===== src/verilog/pc_seq_pkg.sv =====
// --------------------------------------
// Shared constants and types for the PC sequencer
// Referenced by scoped name from each RTL file
// --------------------------------------
`default_nettype none

package pc_seq_pkg;

    // Thread organisation
    // Three or more threads keep a read away from its own pending write
    localparam int thread_count     = 4;
    localparam int thread_width     = 2;
    localparam int pc_width         = 12;
    // Pipeline depth from RAM read to issue
    localparam int stage_count      = 2;
    // Thread t starts at t * stride
    localparam int thread_pc_stride = 256;

    // Start-address sweep covers one round plus the pipeline fill
    localparam int sweep_cycles      = thread_count + stage_count;
    localparam int sweep_count_width = $clog2(sweep_cycles + 1);

    typedef logic [thread_width-1:0]      thread_t;
    typedef logic [pc_width-1:0]          pc_t;
    typedef logic [sweep_count_width-1:0] sweep_count_t;

    // --------------------------------------
    // Pipeline control word, 15 bits
    typedef struct packed {
        logic io_ready;
        logic cancel;
        logic jump;
        pc_t  jump_destination;
    } ctrl_t;

    // Host redirect request, 14 bits
    typedef struct packed {
        thread_t thread;
        pc_t     target;
    } redirect_t;

    // Issued instruction address, 15 bits
    typedef struct packed {
        logic    valid;
        thread_t thread;
        pc_t     pc;
    } issue_t;

    typedef enum logic {sweep, run} init_state_e;
    typedef enum logic [1:0] {idle, wait_slot, acked} redirect_state_e;

endpackage

`default_nettype wire


===== src/verilog/thread_counter.sv =====
// --------------------------------------
// Round-robin thread number counter
// Loads its start value while rst is high
// --------------------------------------
`timescale 1ns/1ps
`default_nettype none

module thread_counter (
    input  wire                 clock,
    input  wire                 rst,
    input  wire                 pc_seq_pkg::thread_t start,
    output pc_seq_pkg::thread_t thread
);

    // Last thread number before the wrap
    localparam pc_seq_pkg::thread_t last_thread =
        pc_seq_pkg::thread_t'(pc_seq_pkg::thread_count - 1);

    always_ff @(posedge clock) begin
        if (rst) begin
            thread <= start;
        end else if (thread == last_thread) begin
            thread <= '0;
        end else begin
            thread <= thread + 1'b1;
        end
    end

    // Counter must stay inside the thread range
    thread_in_range_a: assert property (
        @(posedge clock) disable iff (rst)
        int'(thread) < pc_seq_pkg::thread_count
    ) else $error("thread counter left the thread range");

endmodule

`default_nettype wire


===== src/verilog/pc_ram.sv =====
// --------------------------------------
// Simple dual-port RAM, one write port, registered read
// Read during write to the same address returns the old word
// --------------------------------------
`timescale 1ns/1ps
`default_nettype none

module pc_ram #(
    parameter int word_width = pc_seq_pkg::pc_width,
    parameter int depth      = pc_seq_pkg::thread_count
) (
    input  wire                       clock,
    input  wire                       write_enable,
    input  wire  pc_seq_pkg::thread_t write_addr,
    input  wire  [word_width-1:0]     write_data,
    input  wire  pc_seq_pkg::thread_t read_addr,
    output logic [word_width-1:0]     read_data
);

    // One word per thread
    logic [word_width-1:0] mem [depth];

    // --------------------------------------
    // Write port
    always_ff @(posedge clock) begin
        if (write_enable) begin
            mem[write_addr] <= write_data;
        end
    end

    // --------------------------------------
    // Read port, one cycle latency
    always_ff @(posedge clock) begin
        read_data <= mem[read_addr];
    end

    // Addresses above depth would fall outside the array
    write_addr_in_range_a: assert property (
        @(posedge clock) write_enable |-> int'(write_addr) < depth
    ) else $error("RAM write address beyond depth");

endmodule

`default_nettype wire


===== src/verilog/pc_controller.sv =====
// --------------------------------------
// Two-stage PC pipeline with per-thread next and previous values
// Sweeps start addresses after reset, then issues one PC per cycle
// --------------------------------------
`timescale 1ns/1ps
`default_nettype none

module pc_controller (
    input  wire                     clock,
    input  wire                     rst,
    input  wire  pc_seq_pkg::ctrl_t ctrl,
    output pc_seq_pkg::thread_t     read_thread,
    output pc_seq_pkg::issue_t      issue
);

    // Write thread trails the read thread by the pipeline depth
    localparam pc_seq_pkg::thread_t write_start =
        pc_seq_pkg::thread_t'(pc_seq_pkg::thread_count - pc_seq_pkg::stage_count);
    // Thread sitting in stage 1 right after reset
    localparam pc_seq_pkg::thread_t stage1_start =
        pc_seq_pkg::thread_t'(pc_seq_pkg::thread_count - 1);

    pc_seq_pkg::thread_t      write_thread;
    pc_seq_pkg::init_state_e  state;
    pc_seq_pkg::sweep_count_t sweep_count;

    pc_seq_pkg::pc_t   next_pc;
    pc_seq_pkg::pc_t   prev_pc;
    pc_seq_pkg::pc_t   start_pc;
    pc_seq_pkg::pc_t   next_write_data;
    pc_seq_pkg::pc_t   prev_write_data;
    pc_seq_pkg::pc_t   chosen_pc;
    pc_seq_pkg::pc_t   issue_pc;
    pc_seq_pkg::ctrl_t ctrl_s1;
    pc_seq_pkg::thread_t thread_s1;
    pc_seq_pkg::thread_t issue_thread;
    logic              reissue;

    // --------------------------------------
    // Thread numbers
    thread_counter read_counter_i (
        .clock  (clock),
        .rst    (rst),
        .start  (pc_seq_pkg::thread_t'(0)),
        .thread (read_thread)
    );

    thread_counter write_counter_i (
        .clock  (clock),
        .rst    (rst),
        .start  (write_start),
        .thread (write_thread)
    );

    // --------------------------------------
    // Stage 0: read both memories, register the control word
    pc_ram #(
        .word_width (pc_seq_pkg::pc_width),
        .depth      (pc_seq_pkg::thread_count)
    ) next_mem_i (
        .clock        (clock),
        .write_enable (1'b1),
        .write_addr   (write_thread),
        .write_data   (next_write_data),
        .read_addr    (read_thread),
        .read_data    (next_pc)
    );

    pc_ram #(
        .word_width (pc_seq_pkg::pc_width),
        .depth      (pc_seq_pkg::thread_count)
    ) prev_mem_i (
        .clock        (clock),
        .write_enable (1'b1),
        .write_addr   (write_thread),
        .write_data   (prev_write_data),
        .read_addr    (read_thread),
        .read_data    (prev_pc)
    );

    always_ff @(posedge clock) begin
        ctrl_s1 <= ctrl;
    end

    // --------------------------------------
    // Stage 1: pick the new PC
    // Cancel beats the IO stall re-issue
    always_comb begin
        reissue = !ctrl_s1.io_ready && !ctrl_s1.cancel;
        if (reissue) begin
            chosen_pc = prev_pc;
        end else if (ctrl_s1.jump) begin
            chosen_pc = ctrl_s1.jump_destination;
        end else begin
            chosen_pc = next_pc;
        end
    end

    always_ff @(posedge clock) begin
        issue_pc <= chosen_pc;
    end

    // Thread tags start aligned with the write counter
    always_ff @(posedge clock) begin
        if (rst) begin
            thread_s1    <= stage1_start;
            issue_thread <= write_start;
        end else begin
            thread_s1    <= read_thread;
            issue_thread <= thread_s1;
        end
    end

    // --------------------------------------
    // Write-back, start address while sweeping
    assign start_pc = pc_seq_pkg::pc_t'(write_thread) *
                      pc_seq_pkg::pc_t'(pc_seq_pkg::thread_pc_stride);

    // Increment wraps at the counter width
    assign next_write_data = (state == pc_seq_pkg::sweep) ? start_pc : issue_pc + 1'b1;
    assign prev_write_data = (state == pc_seq_pkg::sweep) ? start_pc : issue_pc;

    // --------------------------------------
    // Init FSM
    // Sweep also spans the pipeline fill so no stale PC gets written back
    always_ff @(posedge clock) begin
        if (rst) begin
            state       <= pc_seq_pkg::sweep;
            sweep_count <= '0;
        end else if (state == pc_seq_pkg::sweep) begin
            if (sweep_count == pc_seq_pkg::sweep_count_t'(pc_seq_pkg::sweep_cycles - 1)) begin
                state <= pc_seq_pkg::run;
            end
            sweep_count <= sweep_count + 1'b1;
        end
    end

    assign issue = '{
        valid:  (state == pc_seq_pkg::run),
        thread: issue_thread,
        pc:     issue_pc
    };

    // Issued PC is written back to its own thread
    issue_matches_write_a: assert property (
        @(posedge clock) disable iff (rst)
        issue.thread == write_thread
    ) else $error("issued thread differs from write thread");

    // Once up, valid holds until the next reset
    valid_sticky_a: assert property (
        @(posedge clock) $fell(issue.valid) |-> $past(rst)
    ) else $error("issue valid dropped without reset");

endmodule

`default_nettype wire


===== src/verilog/host_redirect.sv =====
// --------------------------------------
// Four-phase host port forcing a thread to a new PC
// Injects the redirect in the target thread's read slot
// --------------------------------------
`timescale 1ns/1ps
`default_nettype none

module host_redirect (
    input  wire                         clock,
    input  wire                         rst,
    input  wire                         req,
    input  wire  pc_seq_pkg::redirect_t redirect,
    output logic                        ack,
    input  wire  pc_seq_pkg::thread_t   read_thread,
    input  wire  pc_seq_pkg::ctrl_t     pipe_ctrl,
    output pc_seq_pkg::ctrl_t           ctrl
);

    pc_seq_pkg::redirect_state_e state;
    pc_seq_pkg::redirect_t       captured;
    logic                        slot_hit;

    // Target thread is being read this cycle
    assign slot_hit = (state == pc_seq_pkg::wait_slot) &&
                      (read_thread == captured.thread);

    // Ack rises with the override and holds until req drops
    assign ack = slot_hit || (state == pc_seq_pkg::acked);

    // --------------------------------------
    // Control word override
    // cancel suppresses any re-issue, jump carries the target
    always_comb begin
        ctrl = pipe_ctrl;
        if (slot_hit) begin
            ctrl.io_ready         = 1'b1;
            ctrl.cancel           = 1'b1;
            ctrl.jump             = 1'b1;
            ctrl.jump_destination = captured.target;
        end
    end

    // --------------------------------------
    // Handshake FSM
    always_ff @(posedge clock) begin
        if (rst) begin
            state <= pc_seq_pkg::idle;
        end else begin
            case (state)
                pc_seq_pkg::idle: begin
                    if (req) begin
                        state <= pc_seq_pkg::wait_slot;
                    end
                end
                pc_seq_pkg::wait_slot: begin
                    if (slot_hit) begin
                        state <= pc_seq_pkg::acked;
                    end
                end
                pc_seq_pkg::acked: begin
                    // Ack falls the cycle after req is seen low
                    if (!req) begin
                        state <= pc_seq_pkg::idle;
                    end
                end
                default: state <= pc_seq_pkg::idle;
            endcase
        end
    end

    // Request data is stable while req is high
    always_ff @(posedge clock) begin
        if (state == pc_seq_pkg::idle && req) begin
            captured <= redirect;
        end
    end

    ack_needs_req_a: assert property (
        @(posedge clock) disable iff (rst)
        $rose(ack) |-> req
    ) else $error("host ack raised without req");

    // Exactly one forced control word per request
    override_one_cycle_a: assert property (
        @(posedge clock) disable iff (rst)
        slot_hit |=> !slot_hit
    ) else $error("redirect override held for more than one cycle");

endmodule

`default_nettype wire


===== src/verilog/pc_sequencer_top.sv =====
// --------------------------------------
// PC sequencer top, host port ahead of the controller
// --------------------------------------
`timescale 1ns/1ps
`default_nettype none

module pc_sequencer_top (
    input  wire                         clock,
    input  wire                         rst,
    input  wire  pc_seq_pkg::ctrl_t     pipe_ctrl,
    input  wire                         host_req,
    input  wire  pc_seq_pkg::redirect_t host_redirect_data,
    output logic                        host_ack,
    output pc_seq_pkg::issue_t          issue
);

    // Control word after the host override
    pc_seq_pkg::ctrl_t   ctrl;
    // Thread whose memories are read this cycle
    pc_seq_pkg::thread_t read_thread;

    // --------------------------------------
    // Host port
    host_redirect host_redirect_i (
        .clock       (clock),
        .rst         (rst),
        .req         (host_req),
        .redirect    (host_redirect_data),
        .ack         (host_ack),
        .read_thread (read_thread),
        .pipe_ctrl   (pipe_ctrl),
        .ctrl        (ctrl)
    );

    // --------------------------------------
    // PC pipeline
    pc_controller pc_controller_i (
        .clock       (clock),
        .rst         (rst),
        .ctrl        (ctrl),
        .read_thread (read_thread),
        .issue       (issue)
    );

endmodule

`default_nettype wire


===== config.mk =====
export PLATFORM = sky130hd
export DESIGN_NAME = pc_sequencer_top
export DESIGN_NICKNAME = d
export VERILOG_FILES = /design/src/verilog/pc_seq_pkg.sv /design/src/verilog/thread_counter.sv /design/src/verilog/pc_ram.sv /design/src/verilog/pc_controller.sv /design/src/verilog/host_redirect.sv /design/src/verilog/pc_sequencer_top.sv
export SDC_FILE = /design/constraint.sdc
export NUM_CORES = 1
export LEC_CHECK = 0
export ABC_CLOCK_PERIOD_IN_PS = 1700
export BUFFER_PORTS_ARGS = -buffer_cell sky130_fd_sc_hd__clkbuf_2
export CORE_MARGIN = 2
export CORE_UTILIZATION = 45
export DETAILED_ROUTE_END_ITERATION = 16
export HOLD_SLACK_MARGIN = 0.06
export PLACE_DENSITY_LB_ADDON = 0.2
export SYNTH_ARGS = -nofsm -noshare
export SYNTH_HDL_FRONTEND = slang
export SYNTH_SLANG_ARGS = --single-unit

===== constraint.sdc =====
create_clock -name clock -period 1.7 [get_ports clock]
set_input_delay 0.255 -clock clock [delete_from_list [all_inputs] [get_ports clock]]
set_output_delay 0.255 -clock clock [all_outputs]
set_load 0.05 [all_outputs]

## After elaboration in Yosys (flattened, before gate mapping)

Memory sizes are Yosys's and may differ from the RTL's. A register that Yosys moved wholly into a read port is not among the register bits.
Index checks and enable logic that the tools add are counted.

| cells by class | value |
|---|---|
| add/subtract/negate cells | 4 |
| equality and inequality tests | 9 |
| muxes and demuxes | 12 |
| reduce and logical (&&, ||, !) cells | 10 |

Operators with widths:

| operator | count |
|---|---|
| $mux W12 | 5 |
| $add A12 B1 Y12 const B | 1 |
| $mux W2 | 4 |
| $eq A2 B2 Y1 const B | 3 |
| $pmux W2 S3 | 1 |
| $add A2 B1 Y2 const B | 2 |
| $ne A2 B2 Y1 const B | 2 |
| $reduce_or A2 Y1 | 2 |
| $add A3 B1 Y3 const B | 1 |
| $eq A3 B3 Y1 const B | 1 |
| $logic_and A1 B1 Y1 | 3 |
| $reduce_and A3 Y1 | 1 |
| $eq A2 B1 Y1 const B | 1 |
| $eq A2 B2 Y1 | 1 |
| $logic_not A1 Y1 | 2 |
| $logic_not A2 Y1 | 1 |
| $mux W1 | 2 |
| $ne A2 B1 Y1 const B | 1 |
| $logic_or A1 B1 Y1 | 1 |

| word-level totals | value |
|---|---|
| bits in registers | 55 |
| RAM bits | 96 |
| input port bits | 32 |
| output and inout port bits | 16 |
| word-level logic and storage cells | 52 |
| memories kept | 2 |

Memories:

| name | depth | width | read ports | clocked after Yosys merged registers in | write ports | line | source |
|---|---|---|---|---|---|---|---|
| pc_controller_i.next_mem_i.mem | 4 | 12 | 1 | 1 | 1 | pc_ram.sv:21 | `logic [word_width-1:0] mem [depth];` |
| pc_controller_i.prev_mem_i.mem | 4 | 12 | 1 | 1 | 1 | pc_ram.sv:21 |  |

## Longest topological paths before layout

| depth | value |
|---|---|
| word-level depth | 4 |
| gate-level depth with buffers | 5 |
| gate-level depth less buffers | 5 |

## Modules after synthesis

Synthesis repeated with hierarchy kept, for this count alone.

| second synthesis, totals | value |
|---|---|
| cell total of the unflattened synthesis | 365 |
| area total of the unflattened synthesis | 6353.6 µm² |

Modules (own cells, without submodules):

| module | times used | cells an instance | area an instance (µm²) | sequential area each (µm²) |
|---|---|---|---|---|
| pc_ram | 2 | 78 | 2006.9 | 1681.6 |
| pc_controller | 1 | 154 | 1432.6 | 700.7 |
| host_redirect | 1 | 43 | 749.5 | 460.4 |
| thread_counter | 2 | 6 | 78.8 | 40.0 |

## Worst setup path before layout

No wires, ideal clock.

| timing path | value |
|---|---|
| path type | register to register |
| start | register pc_controller_i.issue_pc[2] |
| end | memory pc_controller_i.next_mem_i.mem[0][11] in the netlist's numbering, data pin |
| setup time | 0.266 ns |
| data arrival time | 1.687 ns |
| data required time | 1.434 ns |
| setup slack | -0.253 ns |
| stages on the path, launching flop included | 4 |
| buffers on the path | 0 |
| period minus slack after synthesis | 1.953 ns |
| path through | dfxtp_1 -> nand3_1 -> nor4_1 -> mux2_2 |

| between the ends | value |
|---|---|
| longest elaborated chain between the ends | 2 |

RTL lines:

| element | line | source |
|---|---|---|
| start: declaration | pc_controller.sv:33 | `pc_seq_pkg::pc_t issue_pc;` |
| start signal: assignment | pc_controller.sv:100 | `issue_pc <= chosen_pc;` |
| $add A12 B1 Y12 | pc_controller.sv:120 | `assign next_write_data = (state == pc_seq_pkg::sweep) ? start_pc : issue_pc + 1'b1;` |
| $mux W12 | pc_controller.sv:120 |  |
| net pc_controller_i.next_mem_i.write_data[11] | pc_ram.sv:15 | `input wire [word_width-1:0] write_data,` |
| end: declaration | pc_ram.sv:21 |  |

The timed path passes the listed nets, and every way through them passes these cells.

## Worst setup path in the final report

| timing path | value |
|---|---|
| start | register host_redirect_i.captured[12] in the netlist's numbering |
| end | output port host_ack |

| between the ends | value |
|---|---|
| longest elaborated chain between the ends | 3 |

RTL lines:

| element | line | source |
|---|---|---|
| start: declaration | host_redirect.sv:20 | `pc_seq_pkg::redirect_t captured;` |
| start signal: assignment | host_redirect.sv:74 | `captured <= redirect;` |
| $eq A2 B2 Y1 | host_redirect.sv:25 | `(read_thread == captured.thread);` |
| $logic_and A1 B1 Y1 | host_redirect.sv:24 | `assign slot_hit = (state == pc_seq_pkg::wait_slot) &&` |
| $logic_or A1 B1 Y1 | host_redirect.sv:28 | `assign ack = slot_hit \|\| (state == pc_seq_pkg::acked);` |
| end: declaration | pc_sequencer_top.sv:13 | `output logic host_ack,` |

Every way passes these cells.

==> results.md <==
* Yosys top cell by area: edfxtp_1
* Worst hold path class: in2reg
* HPWL Detailed at 7250 um
* Largest net degree at the start of global routing at 28
* CP required at 1.44 ns
* Seq/Total Area, Yosys at 73.6%
* Worst Path Max Fanout at 2
* Leak at 2.94 nW
* Vias/cell at 4.99
* Power consumption at 10.6 mW
* Synth Register Bits at 175
* CTS Root Buffer Type: clkbuf_16
* Number of antenna diodes at 0
* Post-Route Skew at 0.00491 ns
* Failing checks: negative setup slack
* Largest cells by area after synthesis: edfxtp_1 (53%), dfxtp_1 (21%), mux4_2 (8.6%), mux2i_1 (1.9%), mux2_2 (1.8%)
* Vias at 3264
* Port bufs at 47
* Internal Power at 8.03 mW
* TNS Setup at -0.203 ns
* Post-layout min period at 1.83 ns
* Critical path class: reg2out
* Row count at 43
* Die Y at 122 um
* H-Tree Depth at 4
* Initial antenna violation count at 0
* Worst slew margin at 58.9%
* Clk_lat worst skew at 0.42 ns
* CP Launch Type: flip-flop
* RSZ-0062 raised after global routing: yes
* Ys Warns at 0
* Iteration-0 DRC count of the detailed router at 337
* Most common cell after layout, fill and taps aside: edfxtp_1
* Chip Width at 122 um
* Die area at 14900 um2
* Achievable Freq at 0.547 GHz
* Vias in the first global route at 3420
* GP Congestion at 0.718
* Router iterations before antenna repair at 4
* Placed insts at 591
* Final slew viol count at 0
* CTS tree: done
* Final setup fails at 6
* Final Hold Vio Count at 0
* CTS sink count at 175
* Net Sw Power at 2.58 mW
* Final net count at 501
* TritonCTS Buffers at 17
* Residual DRC count at 0
* Syn_nets at 403
* PwrDens at 1360 nW/um2
* Total track usage at 17.8%
* Syn Inst Count at 363
* Cell variety after synth at 36
* Total of max-cap violations at 0
* # IOs at 48
* Clock buffer depth at 2
* Comb pwr share at 14.3%
* Most frequent cells in the layout: edfxtp_1 (110), dfxtp_1 (54), clkbuf_2 (46)
* Reg power frac at 50.6%
* Switch share at 24.3%
* Share of post-route cells with drive strength above 1 at 33.3%
* Peak supply drop at 1010 uV
* Status: complete, but fails checks
* Setup crit end kind: output port
* Starting Density at 45.6%
* Routed wire per std cell at 18.4 um
* Worst-margin pin slew at 0.616 ns
* Synth top area share at 52.8%
* Clock-pin slew on the worst setup and hold paths at 0.06 ns
* First-pass GRT wire length at 18600 um
* Synth-to-Final Area Change at 24.3%
* Fin crit share at 108%
* Syn Std Cell Area at 6260 um2
* Slack of the critical path at -0.128 ns
* Post-route ant nets at 0
* CP Data Arrival Time at 1.57 ns
* Clock power share at 35.1%
* Fin cells at 654
* Core area at 13700 um2
* Post-Route WL at 12000 um
* Grt total ovfl at 0
* Synthesized area per cell at 17.2 um2
-- synthesized netlist by cell type, drive strengths merged --
library cell and n:
a21o 1, a21oi 18, a31oi 1, and2 10, and3 1, buf 7
clkbuf 8, clkinv 1, dfxtp 65, edfxtp 110, ha 8, inv 7
mux2 15, mux2i 12, mux4 24, nand2 6, nand3 5, nand4 1
nor2 26, nor2b 3, nor3 3, nor3b 2, nor4 2, o21ai 6
o21ba 1, o31ai 1, or2 8, or3 3, or4 1, xnor2 2
xor2 5
-- metrics by stage --
stage	setup WS (ns)	instance area, um2	hold WS [ns]	util [%]
global placement	0.0924	6840	0.405	49.9
finish	-0.128	7770	0.101	56.7
CTS	-0.118	7750	0.0894	56.5
global route	-0.202	7770	0.108	56.7
detailed placement	0.0793	6840	0.393	49.9
floorplan	-0.0392	6280	0.327	-
-- final cells by class --
cell class	count	area, um2
multi-input cells	165	1560
inverters	8	30.0
repair buffers	94	751
well taps	180	225
clock buffers	28	569
fillers	1115	5950
flip-flops and latches	175	4620
clock inverters	4	20.0
-- power by group through the flow --
stage	clock network [mW]	logic, mW	registers, mW
CTS	3.81	1.53	5.37
detailed placement	0	1.46	5.46
finish	3.73	1.52	5.36
global placement	0	1.44	5.43
floorplan	0	0.750	5.63
global route	3.98	1.64	5.42
-- layer usage --
metal  up-vias  global-route usage (%)  wire (um)
li1       1549                       -          -
met5         -                       0          0
met2        55                    29.4       6180
met4         0                    7.61        187
met3        16                    4.87        405
met1      1644                    22.0       5250
-- path summary, 6_finish.rpt --
kind         slack [ns]                                    endpoint                               startpoint  cells past startpoint
max reg2reg       -0.02          pc_controller_i.ctrl_s1[0]$_DFF_P_   host_redirect_i.captured[12]$_DFFE_PP_                      6
max               -0.13                                    host_ack   host_redirect_i.captured[12]$_DFFE_PP_                      4
min reg2reg        0.42  pc_controller_i.issue_thread[1]$_SDFF_PP1_  pc_controller_i.thread_s1[1]$_SDFF_PP1_                      1
min                0.10       host_redirect_i.state[0]$_SDFFE_PP0P_                                 host_req                      3
-- what timing repair did --
item	CTS	global route
pin swaps	1	1
setup endpoints to repair	1	15
resized for setup	3	4
hold endpoints to repair	29	0
hold buffers	29	0
buffers inserted	1	1
-- registers in the layout (all words and copies together) (netlist names) --
name	cells
pc_controller_i.thread_s1	2
pc_controller_i.read_counter_i.thread	2
pc_controller_i.ctrl_s1	15
pc_controller_i.prev_mem_i.mem	48
pc_controller_i.state	1
pc_controller_i.write_counter_i.thread	2
pc_controller_i.issue_thread	2
host_redirect_i.captured	14
pc_controller_i.issue_pc	12
pc_controller_i.next_mem_i.mem	48
host_redirect_i.state	2
pc_controller_i.sweep_count	3
pc_controller_i.prev_mem_i.read_data	12
pc_controller_i.next_mem_i.read_data	12
-- critical path, cell delays in order (launching register included) --
cell	delay, ns
edfxtp_1	0.39
xor2_1	0.19
nor4_4	0.28
a21o_4	0.14
clkbuf_16	0.15
-- logic make-up (layout without fill, tap and decap cells) --
kind of cell	after synthesis	in the layout	synth area share (%)
AO/OA/AOI/OAI	28	28	2.42
XOR/XNOR	7	7	1.10
adder cells (fa/ha/maj)	8	8	1.60
buffers and inverters	23	134	1.76
flip-flops	175	175	73.6
multiplexers	51	51	13.6
AND/OR/NAND/NOR	71	71	5.96
(Power assumes the default switching activity.)
